File: config.mk
export PLATFORM = sky130hd
export DESIGN_NAME = cmd_queue
export DESIGN_NICKNAME = d
export VERILOG_FILES = /design/src/hw/tlx_cmd_pkg.sv /design/src/hw/cmd_queue.sv
export SDC_FILE = /design/constraint.sdc
export NUM_CORES = 2
export LEC_CHECK = 0
export ABC_AREA = 1
export BUFFER_PORTS_ARGS = -buffer_cell sky130_fd_sc_hd__buf_2
export CAP_MARGIN = 20
export CORE_MARGIN = 3
export CORE_UTILIZATION = 43
export CTS_BUF_LIST = sky130_fd_sc_hd__clkbuf_16
export DETAILED_ROUTE_END_ITERATION = 6
export PLACE_DENSITY = 0.61
export SLEW_MARGIN = 5
export SYNTH_ARGS = -nofsm -noshare
export SYNTH_HDL_FRONTEND = slang
export SYNTH_SLANG_ARGS = --single-unit
File: constraint.sdc
create_clock -name clock_tlx -period 15.7 [get_ports clock_tlx]
set_input_delay 3.925 -clock clock_tlx [delete_from_list [all_inputs] [get_ports clock_tlx]]
set_output_delay 3.925 -clock clock_tlx [all_outputs]
set_load 0.02 [all_outputs]
File: src/hw/tlx_cmd_pkg.sv
// field types, credit types, arbiter turn and widths for the TLX command converter
`default_nettype none

package tlx_cmd_pkg;

  // ------------------------------
  // command fields
  // ------------------------------
  typedef logic [7:0]  opcode_t;
  typedef logic [15:0] afutag_t;
  typedef logic [67:0] ea_t;
  typedef logic [1:0]  dl_t;
  typedef logic [2:0]  pl_t;
  typedef logic [11:0] actag_t;
  typedef logic [19:0] pasid_t;
  typedef logic [15:0] bdf_t;

  // one write beat, narrowed from the 512-bit TLX data bus
  localparam int CDATA_W = 64;
  typedef logic [CDATA_W-1:0] cdata_t;

  // ------------------------------
  // credits
  // ------------------------------
  localparam int CMD_CREDIT_W  = 4;
  localparam int DATA_CREDIT_W = 6;
  typedef logic [CMD_CREDIT_W-1:0]  cmd_credit_t;
  typedef logic [DATA_CREDIT_W-1:0] data_credit_t;

  // which queue has priority on the next tie
  typedef enum logic
  {
    TURN_READ  = 1'b0,
    TURN_WRITE = 1'b1
  } turn_t;

  // packed record {pasid, actag, pl, dl, afutag, ea, opcode}, 129 bits
  localparam int CMD_INFO_W = $bits(pasid_t) + $bits(actag_t) + $bits(pl_t) +
                              $bits(dl_t) + $bits(afutag_t) + $bits(ea_t) +
                              $bits(opcode_t);

  localparam int QUEUE_DEPTH = 16;

endpackage

`default_nettype wire

File: src/hw/cmd_queue.sv
// first-word-fall-through command queue with half-full ready and overflow pulse
`timescale 1ns/1ps
`default_nettype none

module cmd_queue import tlx_cmd_pkg::*; #(
  parameter int WIDTH = CMD_INFO_W,
  parameter int DEPTH = QUEUE_DEPTH
) (
  input  logic             clock_tlx,
  input  logic             rst_n,
  input  logic             push,
  input  logic [WIDTH-1:0] push_data,
  input  logic             pop,
  output logic [WIDTH-1:0] head_data,
  output logic             not_empty,
  output logic             ready,
  output logic             overflow
);

  localparam int AW = (DEPTH > 1) ? $clog2(DEPTH) : 1;
  localparam int CW = $clog2(DEPTH + 1);
  localparam logic [AW-1:0] LAST_PTR = AW'(DEPTH - 1);
  localparam logic [CW-1:0] FULL_CNT = CW'(DEPTH);
  localparam logic [CW-1:0] HALF_CNT = CW'(DEPTH / 2);

  logic [WIDTH-1:0] mem [DEPTH];
  logic [AW-1:0]    wr_ptr;
  logic [AW-1:0]    rd_ptr;
  logic [CW-1:0]    fill;
  logic             full;
  logic             do_push;
  logic             do_pop;

  // pointer advance with wrap, depth need not be a power of two
  function automatic logic [AW-1:0] next_ptr(input logic [AW-1:0] ptr);
    return (ptr == LAST_PTR) ? '0 : ptr + 1'b1;
  endfunction

  assign full      = (fill == FULL_CNT);
  assign not_empty = (fill != '0);
  // source must stop once half the entries are taken
  assign ready     = (fill < HALF_CNT);
  assign do_push   = push && !full;
  assign do_pop    = pop && not_empty;

  // head shown straight from the array
  assign head_data = mem[rd_ptr];

  always_ff @(posedge clock_tlx)
  begin
    if (do_push)
      mem[wr_ptr] <= push_data;
  end

  always_ff @(posedge clock_tlx or negedge rst_n)
  begin
    if (!rst_n)
    begin
      wr_ptr   <= '0;
      rd_ptr   <= '0;
      fill     <= '0;
      overflow <= 1'b0;
    end
    else
    begin
      if (do_push)
        wr_ptr <= next_ptr(wr_ptr);
      if (do_pop)
        rd_ptr <= next_ptr(rd_ptr);
      case ({do_push, do_pop})
        2'b10:   fill <= fill + 1'b1;
        2'b01:   fill <= fill - 1'b1;
        default: fill <= fill;
      endcase
      // dropped push, one cycle
      overflow <= push && full;
    end
  end

endmodule

`default_nettype wire

; Word-level counts from Yosys, hierarchy flattened
; Memory sizes are Yosys's and may differ from the RTL's.
; Cells that the tools add are included.
[totals]
output_inout_bits = 132
input_bits = 133
latch_bits = 0
memories = 1
word_cells = 26
mem_bits_rw = 2064
regBits = 14
rom_bits = 0
[mem_list]
columns = memory, words, word_bits, read_ports, rd_clocked_by_memory_dff, write_ports, line
row1 = mem, 16, 129, 1, 0, 1, cmd_queue.sv:26  ; logic [WIDTH-1:0] mem [DEPTH];
[op_classes]
n_reduce_logical = 6
bitwise_logic = 0
order_cmp = 1
shifts = 0
n_mux = 5
n_div = 0
multipliers = 0
n_addsub = 4
eq_ne = 5
[op_table]
columns = cell, count
row1 = $pmux 5 s2, 1
row2 = $add 4x1->4 const B, 2
row3 = $eq 4x4->1 const B, 2
row4 = $mux 4, 2
row5 = $add 5x1->5 const B, 1
row6 = $eq 5x5->1 const B, 1
row7 = $lt 5x4->1 const B, 1
row8 = $reduce_bool 5->1, 1
row9 = $sub 5x1->5 const B, 1
row10 = $logic_and 1x1->1, 3
row11 = $eq 2x1->1 const B, 1
row12 = $eq 2x2->1 const B, 1
row13 = $mux 1, 2
row14 = $reduce_bool 2->1, 1
row15 = $logic_not 1->1, 1

; Longest topological paths before layout
[depth]
ltp_word = 5
depth_mapped = 13
mapped_depth_nobuf = 13

; Worst setup path before layout
; Ideal clock, no wire load.
[synth_path]
path_type = input to register
startpoint = input push
endpoint = memory mem[0][0] (netlist bit), enable pin
arrival_time_ps = 9687
n_path_buf = 0
t_required_ps = 15081
stages = 4
slack_ps = 5394
setup_ps = 619
cell_sequence = nand2_1 -> inv_1 -> nand2_1 -> nor2_1
[synth_via]
elab_chain_len = 3
[synth_rtl]
columns = item, line
row1 = from (decl), cmd_queue.sv:11  ; input logic push,
row2 = $logic_and 1x1->1, cmd_queue.sv:43  ; assign do_push = push && !full;
row3 = $mux 1, cmd_queue.sv:51  ; if (do_push)
row4 = $mux 1 (implied by the code), cmd_queue.sv:52  ; mem[wr_ptr] <= push_data;
row5 = to (decl), cmd_queue.sv:26
; No other way between the ends.

; Final worst setup path
[layout_path]
startpoint = register rd_ptr[1]
endpoint = output head_data[90]
[layout_via]
elab_chain_len = 1
[layout_rtl]
columns = item, line
row1 = from (decl), cmd_queue.sv:28  ; logic [AW-1:0] rd_ptr;
row2 = from (signal assigned), cmd_queue.sv:69  ; rd_ptr <= next_ptr(rd_ptr);
row3 = $mem_v2 16x129, -
row4 = to (decl), cmd_queue.sv:14  ; output logic [WIDTH-1:0] head_data,
; No other way between the ends.

==> results.md <==
* Clock slew at reported path FFs at 60 ps
* Relative slew slack at 23.3%
* Die area at 216000 µm²
* Vias in the first global route at 56700
* Status: completed
* Cell with the most instances after synthesis: nand2_1
* Setup TNS at 0 ps
* Leading area contributor after synthesis: edfxtp_1
* Most used DFF post-synth: edfxtp_1
* Worst endpoint required time at 11770 ps
* Chip Width at 464 µm
* First-pass DRT Iterations at 5
* Post-synth net total at 9074
* Commonest cells post-synth: nand2_1, edfxtp_1, inv_1
* Mapped Cells at 8931
* R2r setup slk at 11480 ps
* DR WL/cell at 19.5 µm
* Yosys warns at 0
* Post-synth EDFFs at 2064
* Worst Setup EP: head_data[90]
* Worst Setup SP: rd_ptr[1]
* Period minus WS final at 9430 ps
* Max Freq at 0.106 GHz
* Vias at 59200
* # setup viols final at 0
* Fin. max-slew vios at 0
* M3 GR Usage at 3.40%
* Clk pwr share at 27.3%
* Sw power at 6.69 mW
* Fin. Hold Viols at 0
* Max-Cap Viols at 0
* Sequential Power Share at 38.6%
* Async S/R FF share, synth at 0.674%
* Post-CTS Setup Bufs at 0
* Row Count at 167
* Hold buffers post-CTS at 0
* R2R cell count at 8
* Combinational Power Share at 34.1%
* Share of layout cells above drive strength 1 at 6.92%
* Post-Syn Area at 90300 µm²
* Largest net degree at the start of global routing at 223
* Internal power at 10.9 mW
* Port Buffer Count at 264
* Core Area at 208000 µm²
* Die height at 464 µm
* Fin crit share at 60.1%
* R2R Path Start: fill[0]
* RSZ-0062 raised after global routing: no
* Least-Margin Pin Slew at 1150 ps
* CP Launch Type: flip-flop
* Fin worst setup slack at 6270 ps
* Yosys reg bits at 2078
* Initial core utilization at 43.4%
* Crit end category: primary output
* H-tree Lvls at 4
* Fill cell count at 18700
* Syn Area/Cell at 10.1 µm²
* Final wirelength at 235 mm
* Resize count post-CTS at 0
* Max Buffers Root-to-Sink at 3
* Power per cell area at 174 nW/µm²
* Residual antenna-violating net count after detailed routing at 0
* Clock skew at 29.4 ps
* Avg Vias per Cell at 4.91
* Seq/Total Area, Yosys at 69.0%
* Area contributors post-synth: edfxtp_1, nand2_1, inv_1
* Num CTS Buffers at 215
* Initial antenna violation count at 53
* Hold WC Path Type: reg -> reg
* Clock Latency Late Sink at 830 ps
* Post-layout net count at 9217
* Crit path DAT at 5510 ps
* Pre-CTS WS at 7160 ps
* CTS tree: built
* Sw Ratio at 38.1%
* Post-synth top area share at 68.6%
* Global-route met2 utilization at 36.3%
* Register area at 62300 µm²
* First-pass GRT wire length at 354 mm
* Drt first-iter violations at 5177
* I/O pin count at 265
* GRT busiest layer: met2
* Reg-to-Reg End: mem[5][79]
* Routability cong. at 0.759
* Peak VDD IR at 0.000173 V
* Num Clock Sinks at 2078
* Leakage at 44.7 nW
* DRC violations left at 0
* GRT Resource Usage Total at 21.5%
* P&R area growth vs syn at 11.5%
* Clock Root Buffer: clkbuf_16
* Multi-input logic area at 18700 µm²
* DPL Wire Length at 112 mm
* Met1 Use GR at 29.1%
* Synth cell types at 21
* Global route overflow at 0
* Max FO, Critical Path at 129
* WS Path Type: reg -> out
[sequential cells by signal (all words and copies together), names as in the netlist]
signal and cells:
fill 5, mem 2064, overflow 1, rd_ptr 4, wr_ptr 4
[routing by layer]
layer / vias to the layer above / share of wire, %
met3: 391 / 6.5
met4: 16 / 2.3
met5: - / 0.042
met2: 1832 / 48
met1: 28600 / 43
li1: 28400 / -
[logic make-up after synthesis]
group	share of synthesized area [%]
XOR/XNOR	0.0485
flip-flops	69.0
AND/OR/NAND/NOR	20.3
AO/OA/AOI/OAI	0.0554
buffers and inverters	10.4
adder cells (fa/ha/maj)	0.147
[final cells by class]
cell class                 instances  share of cell area (%)
sequential                      2078                    61.9
multi-input combinational       4485                    18.6
inverter                        1952                    7.31
clock buffer                     220                    5.47
tap                             2788                    3.46
timing repair buffer             342                    2.09
clock inverter                   176                    1.10
antenna                           24                  0.0596
[power by group through the flow]
stage	Clock (mW)	Combinational [mW]	Sequential, mW
6_report	4.80	5.98	6.77
4_1_cts	4.90	6.06	6.77
3_3_place_gp	0	5.99	6.87
3_5_place_dp	0	6.03	6.88
5_1_grt	5.12	6.64	6.80
2_1_floorplan	0	4.07	6.87
[layout by cell type (no fill, tap or decap), drive strengths merged]
| master | netlist | final |
|---|---|---|
| o21ai | 9 | 9 |
| clkbuf | 54 | 220 |
| inv | 1952 | 2022 |
| clkinv | 0 | 90 |
| xor2 | 1 | 1 |
| dfrtp | 14 | 14 |
| nand3 | 1299 | 1299 |
| nand4 | 3 | 3 |
| diode | 0 | 24 |
| nand2b | 1 | 1 |
| edfxtp | 2064 | 2064 |
| nor2 | 22 | 22 |
| nand2 | 3134 | 3134 |
| buf | 362 | 342 |
| bufinv | 0 | 12 |
| or2 | 1 | 1 |
| clkinvlp | 0 | 4 |
| a21oi | 1 | 1 |
| xnor2 | 4 | 4 |
| fa | 1 | 1 |
| ha | 9 | 9 |
[worst min-delay path by stage]
stage	start	depth (start not counted)	slack [ps]	end
2_1_floorplan	rd_ptr[3]	2	470	rd_ptr[3]
3_3_place_gp	fill[2]	2	510	fill[2]
3_5_place_dp	fill[2]	2	530	fill[2]
4_1_cts	fill[2]	2	540	fill[2]
5_1_grt	fill[2]	2	580	fill[2]
6_report	fill[2]	2	540	fill[2]
[worst max-delay path, stage by stage, from the launching register on]
cell     delay, ps
dfrtp_4        850
inv_8          890
buf_4          910
buf_4          980
nand3_1        170
nand2_1        110
nand2_1         60
nand2_1        100
inv_1           40
nand2_1        120
buf_2          190
[per-stage QoR]
step | cells | power [mW] | hold slack, ps | util [%] | instance area (µm²)
2_1_floorplan | 8931 | 10.9 | 471 | - | 90300
3_3_place_gp | 11600 | 12.9 | 506 | 45.2 | 94000
3_5_place_dp | 11600 | 12.9 | 527 | 45.2 | 94000
4_1_cts | 12000 | 17.7 | 541 | 48.4 | 101000
5_1_grt | 12000 | 18.6 | 576 | 48.4 | 101000
6_report | 12100 | 17.6 | 539 | 48.4 | 101000
Note: power is estimated with default switching activity, not from simulation.
