## src/hw/credit_counter.sv

```systemverilog
// TLX credit counter with initial load, return and consume tracking, overflow flag
`timescale 1ns/1ps
`default_nettype none

module credit_counter #(
  parameter int WIDTH = 4
) (
  input  logic             clock_tlx,
  input  logic             rst_n,
  input  logic [WIDTH-1:0] initial_credit,
  input  logic             credit_return,
  input  logic             consume,
  output logic             available,
  output logic             overflow
);

  localparam logic [WIDTH-1:0] MAX_COUNT = '1;

  logic [WIDTH-1:0] count;
  logic             loaded;
  logic             at_max;

  assign at_max    = (count == MAX_COUNT);
  // one credit is enough for one command or one data beat
  assign available = (count != '0);

  always_ff @(posedge clock_tlx or negedge rst_n)
  begin
    if (!rst_n)
    begin
      count    <= '0;
      loaded   <= 1'b0;
      overflow <= 1'b0;
    end
    else if (!loaded)
    begin
      // first clock after reset release
      count    <= initial_credit;
      loaded   <= 1'b1;
      overflow <= 1'b0;
    end
    else
    begin
      overflow <= credit_return && !consume && at_max;
      case ({credit_return, consume})
        2'b10:
        begin
          // saturate on a surplus return
          if (!at_max)
            count <= count + 1'b1;
        end
        2'b01:   count <= count - 1'b1;
        default: count <= count;
      endcase
    end
  end

endmodule

`default_nettype wire

```

## config.mk

```make
export PLATFORM = sky130hd
export DESIGN_NAME = credit_counter
export DESIGN_NICKNAME = d
export VERILOG_FILES = /design/src/hw/credit_counter.sv
export SDC_FILE = /design/constraint.sdc
export NUM_CORES = 1
export LEC_CHECK = 0
export ABC_AREA = 1
export BUFFER_PORTS_ARGS = -buffer_cell sky130_fd_sc_hd__buf_2
export CORE_AREA = 2 2 39 41
export CTS_CLUSTER_SIZE = 30
export DETAILED_ROUTE_END_ITERATION = 16
export DIE_AREA = 0 0 41 43
export PLACE_DENSITY_LB_ADDON = 0.1
export SKIP_CTS_REPAIR_TIMING = 1
export SYNTH_ARGS = -nofsm -noshare
export SYNTH_HDL_FRONTEND = slang
export SYNTH_SLANG_ARGS = --single-unit
```

## constraint.sdc

```tcl
create_clock -name clock_tlx -period 3.65 [get_ports clock_tlx]
set_clock_uncertainty 0.15 [all_clocks]
set_input_delay 0.73 -clock clock_tlx [delete_from_list [all_inputs] [get_ports clock_tlx]]
set_output_delay 0.73 -clock clock_tlx [all_outputs]
set_load 0.005 [all_outputs]
```

# Word level (Yosys, flattened, before mapping)
# Cells that the tools add are included.
# totals
register_bits,6
wordCells,19
# classes
n_addsub,2
eq_ne,5
muxes,4
n_reduce_logical,5
# op_table
cell,n
$mux W4,2
$pmux W4 S2,1
$add A4 B1 Y4 const B,1
$eq A4 B4 Y1 const B,1
$reduce_bool A4 Y1,1
$sub A4 B1 Y4 const B,1
$ne A3 B1 Y1 const B,1
$ne A3 B3 Y1 const B,1
$eq A2 B1 Y1 const B,1
$eq A2 B2 Y1 const B,1
$logic_and A1 B1 Y1,2
$reduce_and A2 Y1,1
$logic_not A1 Y1,1
$mux W1,1

# Longest topological paths before layout
# Gate-level depths: netlist of the first run.
# logic_depth
ltp_word,4
mapped_depth,13
depth_no_buf,13

# Least setup slack after synthesis of the first run
# Ideal clock, no wire load.
# synth_timing
path_kind,input to register
start,input port credit_return
end,register count[2]
setup_ns,0.116
arrival_ns,1.463
required_ns,3.384
path_slack_ns,1.921
cell_stages,13
path_cell_list,inv_2 -> nand2_2 -> nand2_1 -> nand2_1 -> inv_1 -> ha_1 -> inv_1 -> nand2_1 -> inv_1 -> nand2_1 -> nand3_1 -> nand2_1 -> nand2_1
# synth_via
elab_chain_len,3
word_cells_on_any_way,7
cone_classes,eq/ne (4); mux (2); reduce/logical (1)
# synth_rtl
item,line_no,text
"start, declared",11,"input logic credit_return,"
$eq A2 B1 Y1 / $eq A2 B2 Y1 (equally long branches),45,"case ({credit_return, consume})"
"$pmux W4 S2, or another cell as far along",45,
$mux W4 / $reduce_and A2 Y1 (equally long branches),-,
"end signal, assigned",38,count <= initial_credit;
"end signal, assigned",50,count <= count + 1'b1;
"end signal, assigned",52,2'b01: count <= count - 1'b1;
"end, declared",19,logic [WIDTH-1:0] count;
# Several ways; a longest one is shown, not always the timed one.
# A chain may end at the register's enable or synchronous reset.

# Final worst setup path of the first run
# layout_timing
start,register count[3]
end,output port available
# layout_via
elab_chain_len,1
# layout_rtl
item,line_no,text
$reduce_bool A4 Y1,25,assign available = (count != '0);
"end, declared",13,"output logic available,"
# No other way between the ends.

==> flow_results.org, run 1 <==
** Pwr
- The analysis attributes to cell leakage a power of 0.307 nW.
- In this run the power density over the cells is 412 mW/mm^2.
- IR drop worst, VDD :: 0.000183 V

** Global route
- The initial antenna violation count is 0.
- The number of global-route vias before repair was 377.
- Maximum number of pins on one net before global-route repair :: 9
- Wire length of the first global-routing pass :: 1490 um
- In the global route stage, overall resource usage came out at 0.122.
- Sum of overflow across all layers after global routing :: 0

** Route
- Detail Route Antenna Nets :: 0
- Summing over every cut layer, the via total after detailed routing is 430.
- Router iterations before antenna repair :: 4
- After detailed routing, the number of vias per cell comes to 4.39.
- After detailed routing, the average wire length per cell comes to 9.42 um.
- DRC violation count after routing :: 0
- Final routed wirelength across all metal layers :: 923 um
- Number of DRC violations after detailed-routing iteration 0 :: 8

** Clock network
- Clock latency on the worst-skew pair, taken at its later pin, is 0.24 ns.
- Clock tree sinks :: 6
- Number of H-tree levels :: 1
- Buffer type at the clock tree root :: clkbuf_4
- Clock-pin slew on the worst setup and hold paths :: 0.04 ns
- TritonCTS built the clock tree.
- The longest clock path from root to sink contains 2 buffers.
- Buffers inserted during clock tree synthesis total 3.

** Status
- Result of the run :: completed

** Logic synthesis
- During synthesis, Yosys emitted a total of 0 warnings.
- Sequential area share after synthesis :: 0.337
- Yosys top cell by area :: dfrtp_1
- The average instance in the mapped netlist occupies 6.27 sq um.
- Register bit count reported by yosys :: 6
- The cell count after synthesis came out at 71.
- Synthesis produced a netlist with a net count of 80.
- The share of synthesized area in the top cell type comes to 0.337.
- In this run, distinct cell masters in the synthesized netlist total 16.
- Netlist Area Pre-Place :: 445 sq um
- By area the synthesized netlist is led by dfrtp_1 34%, nand2_1 21%, nand3_1 12%.

** Die
- Effective utilization at floorplan :: 0.322
- After floorplanning, the core was sized to cover 0.00138 sq mm.
- Die span in y :: 43 um
- During I/O placement, the number of pins put on the boundary was 10.
- Num rows :: 14
- The die covers 0.00176 sq mm.
- Width of the die :: 41 um

** Layout
- Synthesis-to-layout area growth :: 18.0%
- Of the cells placed in the final design, the portion with a size suffix greater than 1 is 0.232.
- The repair_antennas step left the layout with diodes totalling 0.
- Layout Cells excl Fill :: 98
- For this run, the post-layout net count is 93.
- After filler insertion, the fill cell instance count of the layout stands at 154.
- Summing all non-filler instances in the final layout gives an area of 526 sq um.

** Timing
- In the finished design, the share of the clock period the worst path needs comes to 0.514.
- Count of pins over their slew limit :: 0
- Worst Hold Margin :: 0.155 ns
- Unrepaired setup endpoints after global routing :: no
- For the finished layout, the period the worst path requires is 1.88 ns.
- Hold violation total from the final report :: 0
- After routing, the total negative slack on setup checks comes to 0 ns.
- F_max :: 533 MHz
- Setup violations remaining at the end of the flow were counted as 0.

** Critical path
- Launching element type of the critical path :: register
- In this run the worst path has a maximum fanout of 5.
- The critical path is of the register to primary output type.
- Among all stages on the critical path, the largest delay is contributed by dfrtp_1.
- Crit-path leading delay family :: flip-flops
- Traced cell by cell, the critical path runs through inv_1, nand4_1, buf_2.
- STA classifies the critical path endpoint as a primary output.
- The largest single stage delay on the critical path is 0.42 ns.
- Counting both buffers and inverters, the worst setup path holds a total of 2.
- For the worst setup path, the data required time is 2.77 ns.
- Worst path arrival time :: 1.00 ns

** Place
- Detailed placement ended at an HPWL of 733 um.
- Number of port buffers :: 9
- After detailed placement, the design holds a cell count of 95.
- Cell area after placement :: 503 sq um
- The congestion estimate from routability-driven global placement came to 0.636.

** Flow run
- Number of max-cap violations :: 0

** Min path
- The worst hold path belongs to the class input port to async pin.
-- worst paths after layout --
path / from / end / slack, ns / cells after the start
max: count[3] / available / 1.77 / 3
min: rst_n / count[1] / 0.16 / 1
max reg2reg: count[1] / count[2] / 2.19 / 11
min reg2reg: count[2] / count[2] / 0.42 / 2
max in group asynchronous: rst_n / overflow / 3.05 / 1
min in group clock_tlx: count[2] / count[2] / 0.42 / 2
-- worst register-to-register path, cell delays in order, from the launching register on --
cell	delay (ns)
dfrtp_1	0.39
inv_1	0.12
nand2_1	0.07
nand2_1	0.06
inv_1	0.04
ha_1	0.16
inv_1	0.04
nand2_1	0.06
nand2_1	0.07
nand3_1	0.08
nand2_1	0.07
nand2_1	0.05
-- layer usage --
layer | vias up | global-route usage | part of all wire
li1 | 244 | - | -
met1 | 180 | 0.182 | 0.54
met2 | 6 | 0.178 | 0.43
met3 | 0 | 0 | 0.030
met4 | 0 | 0.0600 | 0
met5 | - | 0 | 0
-- area by class of cell --
type,count,area (sq um),share of cell area
clock buffers,3,22.5,0.0429
well taps,16,20.0,0.0381
multi-input cells,53,246,0.469
inverters,11,41.3,0.0786
flip-flops and latches,6,150,0.286
repair buffers,9,45.0,0.0857
-- metrics by stage --
stage	power [mW]	setup slack, ns	utilization
2_1_floorplan	0.141	1.92	-
3_3_place_gp	0.160	1.68	0.363
3_5_place_dp	0.160	1.67	0.363
4_1_cts	0.221	1.75	0.380
5_1_grt	0.238	1.71	0.380
6_report	0.217	1.77	0.380
-- cell families after synthesis --
logic type                 synth area share
AOI/OAI and AO/OA                    0.0758
buffers and inverters                 0.110
and+or+nand+nor                       0.441
DFF                                   0.337
adders and majority gates            0.0281
other                               0.00842
-- power breakdown --
part,internal [mW],switching (mW)
clock,0.0370,0.0208
combinational,0.0272,0.0437
sequential,0.0765,0.0113
total,0.141,0.0758
-- cells in the mapped netlist --
cell type and n:
a21oi_1 2, o21ai_0 1, o21ai_1 2, dfrtp_1 6, buf_4 1, nand2_1 25
o21ai_2 1, ha_1 1, inv_1 9, nor2_1 3, nand3_1 11, nor3_1 1
nand2_2 4, conb_1 1, inv_2 2, nand4_1 1
-- cell usage in the layout, fill, tap and decap left out --
| master | instances |
|---|---|
| ha_1 | 1 |
| inv_2 | 2 |
| inv_1 | 9 |
| nor3_1 | 1 |
| nand2_2 | 4 |
| o21ai_2 | 1 |
| nand4_1 | 1 |
| dfrtp_1 | 6 |
| nand2_1 | 25 |
| nand3_1 | 11 |
| o21ai_0 | 1 |
| conb_1 | 1 |
| nor2_1 | 3 |
| o21ai_1 | 2 |
| buf_2 | 9 |
| a21oi_1 | 2 |
| clkbuf_4 | 3 |
-- sequential cells by signal, indices dropped and copies added, names as in the netlist --
signal,count
loaded,1
count,4
overflow,1
Power figures use the tool's default switching activity.
==> run 2, diff against run 1 <==
ABC_AREA = 0   (was 1)
clock period = 1.6 ns   (was 3.65 ns; I/O delays follow)
==> flow_results.org, run 2 <==
** Status
- The flow ran to the end, but the final reports show violations.
- The final reports fail on setup timing.

** Timing
- Setup slack on the critical path of the routed design comes to -0.190 ns.
- Final worst-path cycle share :: 1.12
- The number of max-slew violations in the final report was 0.
- Setup_tns :: -0.454 ns
- Hold violation total from the final report :: 0
- Setup repair after global routing could not meet its margin everywhere.
- Derived from the worst setup path, the maximum achievable clock frequency is 559 MHz.
- Final min period :: 1.79 ns
- Setup violations, final :: 5

** Clock network
- Number of buffers added by the clock tree synthesis step :: 3
- No sink is reached through more buffers than the 2 on the longest clock path.
- Insertion delay to the later sink of the worst-skew pair :: 0.24 ns
- Buffer type at the clock tree root :: clkbuf_4
- CTS built an H-tree with a depth of 1.
- Clock tree sinks :: 6
- Clock-pin slew on the worst setup and hold paths :: 0.05 ns
- TritonCTS built the clock tree.

** Place
- Routability-driven placement finished with a final weighted congestion of 0.785.
- Detailed placement ended at an HPWL of 731 um.
- Input and output buffers added on the ports amount to 9.
- Timing analysis after detailed placement gives a worst setup slack of -0.126 ns.

** Layout
- The area growth from synthesis to layout is 59.8%.
- The library cell used most frequently in the layout, excluding fill and tap cells, is buf_4.
- Layout cell share with drive strength beyond 1 :: 0.571
- The register with the most flip-flops in the layout has 4 of them.
- Largest Register :: count
- Most used cells in the layout excluding fill and tap cells :: 12 x buf_4, 8 x buf_2, 4 x dfrtp_1
- Core occupancy in the finished layout :: 0.467
- Number of diodes added for antenna fixing :: 0
- Final Net Count :: 74
- In the final layout, the registers with the most flip-flops are count (4), loaded (1), overflow (1).

** Global route
- In the global route stage, overall resource usage came out at 0.138.
- Summed over all layers, the global routing overflow is 0.
- The first global-routing pass estimated 1610 um of wire.
- Antenna violations before repair :: 0
- The number of global-route vias before repair came to 397.
- Entering global routing, the biggest net connects 11 pins.

** Die
- Die span in y :: 43 um
- Row generation in the floorplan step produced 14 rows.
- Width of the die :: 41 um
- Total I/O pin count :: 10
- Effective utilization at floorplan :: 0.292
- After floorplanning, the core was sized to cover 0.00138 sq mm.
- The die covers 0.00176 sq mm.

** Route
- In the routed design, unresolved DRC markers number 0.
- Routed length per placed instance :: 14.6 um
- Once detail routing completed, the nets flagged for antenna violations numbered 0.
- Via total after detailed routing :: 422
- Vias per cell :: 5.34
- Number of DRC violations after detailed-routing iteration 0 :: 13
- The routed design has 1150 um of wire.
- Router iterations before antenna repair :: 4

** Logic synthesis
- For this run, asynchronously set or reset flops after synthesis account for 1.00.
- Counting distinct cell types in the post-synthesis netlist gives 30.
- The share of synthesized area in the top cell type comes to 0.372.
- Of the synthesized area, sequential elements account for 0.372.
- Count of flip-flops with a built-in enable after synthesis :: 0
- Cell with the most instances after synthesis :: dfrtp_1
- The mapped netlist covers 404 sq um.
- Count of mapped cells out of synthesis :: 40
- The most used flip-flop cell after synthesis is dfrtp_1.
- Yosys printed 0 warnings.
- Mean post-synth cell area :: 10.1 sq um
- Register bit count reported by yosys :: 6
- Yosys top cell by area :: dfrtp_1
- Syn nets :: 49
- In the post-synthesis netlist, the biggest area contributors are dfrtp_1 37%, o41ai_1 4.3%, a31oi_1 3.1%.

** Flow run
- Across the run, the number of max-cap violations was 0.

** Min path
- The worst hold path belongs to the class input port to register.
- Hold Path Cell Cnt :: 3
- The startpoint identified for the worst hold timing path is initial_credit[3].
- Hold-critical path endpoint :: count[3]

** Pwr
- Share of total power in combinational logic :: 0.362
- Portion of total power attributed to sequential cells :: 0.370
- IR drop worst, VDD :: 0.000268 V
- In this run the power spent charging and discharging nets is 0.157 mW.
- Summed over all cells, the static leakage comes to 0.302 nW.
- Of the total power, the clock network draws 0.268.
- Of the total power, the share spent switching nets is 0.305.
- Int Pwr :: 0.357 mW
- Pwr per Cell Area :: 797 mW/mm^2

** Critical path
- Worst path arrival time :: 1.32 ns
- Origin of the critical flop-to-flop path :: count[1]
- STA classifies the critical path startpoint as a register.
- Along the worst path, the maximum fanout reaches 4.
- Required @ worst endpoint :: 1.13 ns
- Across all register-to-register paths, the minimum setup slack is -0.08 ns.
- Number of cells on the worst reg-to-reg path :: 6
- CP Capture Type :: primary output
- RR Endpoint :: count[1]
- The critical path is of the register to primary output type.
-- run 2: cell count changes after synthesis, moves of 2 or more --
cell and change:
o41ai_1 +2, nand2_2 -4, nand2b_1 +2, nand2_1 -25, inv_1 -7, inv_2 -2, a31oi_1 +2, o21ai_1 -2
nand3_1 -11
-- run 2: how the worst max path moves through the flow --
stage | cells past startpoint | slack [ns] | endpoint | start
finish | 2 | -0.19 | available | count[1]
global route | 2 | -0.22 | available | count[1]
CTS | 2 | -0.24 | available | count[0]
detailed placement | 7 | -0.13 | count[2] | credit_return
global placement | 7 | -0.11 | count[2] | credit_return
floorplan | 7 | -0.05 | count[2] | credit_return
-- run 2: kinds of logic (layout without fill, tap and decap cells) --
family,Yosys count,count (layout),synth area share
fa+ha+maj,1,1,0.0310
flops,6,6,0.372
xor+xnor,1,1,0.0217
compound gates,14,14,0.272
other cells,1,1,0.00928
buf+inv,4,27,0.0495
simple gates,13,13,0.245
-- run 2: worst max-delay path: stages (launching register included) --
cell     delay [ns]
dfrtp_1        0.41
or4_4          0.54
buf_6          0.13
-- run 2: area by class of cell --
cell class	count	area, sq um
well taps	16	20.0
fillers	139	738
clock buffers	3	22.5
repair buffers	22	151
inverters	2	7.51
flip-flops and latches	6	153
multi-input cells	30	292
-- run 2: per-layer routing --
layer  vias up  wire length [um]  global-route usage
met5         -                 0                   0
met4         0                 0               0.100
met3         0                39              0.0157
met2        11               602               0.225
met1       207               512               0.154
li1        204                 -                   -
-- run 2: power groups by stage --
stage	registers [mW]	clock network, mW	logic, mW
finish	0.190	0.138	0.186
global route	0.192	0.153	0.201
CTS	0.189	0.141	0.123
detailed placement	0.190	0	0.122
global placement	0.192	0	0.117
floorplan	0.186	0	0.0733
-- run 2: stage by stage --
stage | area (sq um) | power [mW] | cells | hold slack (ns)
after CTS | 531 | 0.453 | 72 | -0.258
final | 646 | 0.514 | 79 | 0.163
after global placement | 508 | 0.308 | 69 | -0.00663
after floorplan | 410 | 0.259 | 40 | -0.126
after global routing | 646 | 0.546 | 79 | 0.175
after detailed placement | 508 | 0.313 | 69 | -0.000908
==> run 3, diff against run 2 <==
SKIP_LAST_GASP = 1   (was not set)
clock period = 2.1 ns   (was 1.6 ns; I/O delays follow)
==> flow_results.org, run 3 (same netlist as run 2, synthesis figures left out) <==
** Critical path
- Grouping stages by cell kind, the critical path spends the most delay in simple AND/OR/NAND/NOR gates.
- Crit Path Class :: register to primary output
- Launching element type of the critical path :: register
- Required @ worst endpoint :: 1.53 ns
- CP Capture Type :: primary output
- In this design, the stage delay of the slowest critical-path cell is 0.56 ns.
- Of all nets on the critical path, the largest fanout is 7.
- Walking the worst path, the cells encountered are or4_4, buf_2.
- The number of buffers and inverters on the critical path is 1.
- Worst path arrival time :: 1.40 ns
- Slowest stage cell, crit path :: or4_4

** Layout
- In the final layout, the share of cells above drive strength 1 is 0.327.
- Number of flip-flops under the largest register name :: 4
- The number of antenna diodes in the final layout is 0.
- Biggest registers after layout :: count (4), loaded (1), overflow (1)
- count holds more flip-flops than any other register.
- Synthesis-to-layout area growth :: 22.9%
- Once layout is complete, the utilization of the core stands at 0.359.
- Total area of sequential cells :: 150 sq um
- The library cell used most frequently in the layout, excluding fill and tap cells, is buf_2.
- The top cell types in the final layout, fill and taps aside, are 9 x buf_2, 6 x dfrtp_1, 3 x clkbuf_4.
- Summing all multi-input logic gate instances after layout gives 234 sq um.
- For this run, the post-layout net count is 63.
- FILL cells :: 143

** Pwr
- Leakage :: 0.220 nW
- Pwr per Cell Area :: 657 mW/mm^2
- IR drop worst, VDD :: 0.000161 V

** Clock network
- The clock passes through at most 2 buffers.
- Clock-pin slew on the worst setup and hold paths :: 0.05 ns
- CTS saw 6 sinks.
- Number of H-tree levels :: 1
- Number of buffers added by the clock tree synthesis step :: 3
- CTS placed an instance of clkbuf_4 at the clock tree root.
- Insertion delay to the later sink of the worst-skew pair :: 0.24 ns
- TritonCTS built the clock tree.

** Die
- Area inside the core boundary :: 0.00138 sq mm
- Die span in y :: 43 um
- Num rows :: 14
- Effective utilization at floorplan :: 0.292
- 10 I/O pins were placed.
- Measured along the x axis, the die boundary spans 41 um.
- Die area :: 0.00176 sq mm

** Route
- Via total after detailed routing :: 388
- Dividing the detail-routed via count by the number of cells gives 5.71.
- For this block, the routed nets add up to 965 um of wire.
- DRC violation count after routing :: 0
- After the first detailed-routing iteration, the DRC count stood at 6.
- Routed length per placed instance :: 14.2 um
- Router iterations before antenna repair :: 4
- The count of nets left with antenna violations once routing finished came out at 0.

** Min path
- Worst Hold Class :: input port to register

** Global route
- Antenna violations before repair :: 0
- Wire length of the first global-routing pass :: 1610 um
- The number of global-route vias before repair came to 387.
- Sum of overflow across all layers after global routing :: 0
- Entering global routing, the biggest net connects 11 pins.
- Total routing resource utilization after global routing :: 0.139

** Place
- Number of port buffers :: 9
- Routability congestion estimate :: 0.704
- Post-placement setup slack :: 0.117 ns
- Once detailed placement completed, the half-perimeter wirelength came to 722 um.

** Timing
- Summed over all failing endpoints, the final setup total negative slack is 0 ns.
- Setup slack on the critical path of the routed design comes to 0.128 ns.
- Setup violations, final :: 0
- The number of max-slew violations in the final report was 0.
- Of the available clock period, the critical path in the final layout requires 0.939.
- The worst path needs 1.97 ns of the cycle, external delays included.
- Unrepaired setup endpoints after global routing :: no
- Timing would allow up to 507 MHz.
- Worst Hold Margin :: 0.266 ns
- Hold violation total from the final report :: 0

** Flow run
- Number of max-cap violations :: 0

** Status
- Result of the run :: completed
[run 3: tightest hold or removal path: stages]
cell,delay (ns)
buf_2,0.08
nor2_1,0.04
a21oi_2,0.08
[run 3: path summary, 6_finish.rpt]
check | from | to | slack (ns) | cells after the start
min in group asynchronous | rst_n | count[3] | 0.37 | 2
max | count[1] | available | 0.13 | 2
max in group asynchronous | rst_n | loaded | 1.28 | 2
min reg2reg | loaded | count[3] | 0.49 | 1
min | initial_credit[3] | count[3] | 0.27 | 3
max reg2reg | count[1] | count[2] | 0.33 | 5
[run 3: area by class of cell]
type                       instances  share of cell area
clock buffer                       3              0.0453
multi-input combinational         30               0.471
inverter                           2              0.0151
timing repair buffer              11               0.126
sequential                         6               0.302
tap                               16              0.0403
[run 3: through the flow]
stage,total power [mW],instance area [sq um],std cells
3_3_place_gp,0.218,464,64
4_1_cts,0.331,487,67
6_report,0.326,497,68
2_1_floorplan,0.195,404,40
5_1_grt,0.355,497,68
3_5_place_dp,0.223,464,64
[run 3: metal layers]
| metal | vias to the layer above | track usage | wire [um] |
|---|---|---|---|
| li1 | 184 | - | - |
| met1 | 188 | 0.170 | 424 |
| met2 | 16 | 0.203 | 498 |
| met3 | 0 | 0.0157 | 43 |
| met4 | 0 | 0.120 | 0 |
| met5 | - | 0 | 0 |
[run 3: where the power goes]
part	switching, mW	total [mW]	leakage (nW)	internal, mW
clock network	0.0387	0.103	0.0138	0.0644
logic	0.0356	0.0753	0.136	0.0397
registers	0.0211	0.148	0.0709	0.127
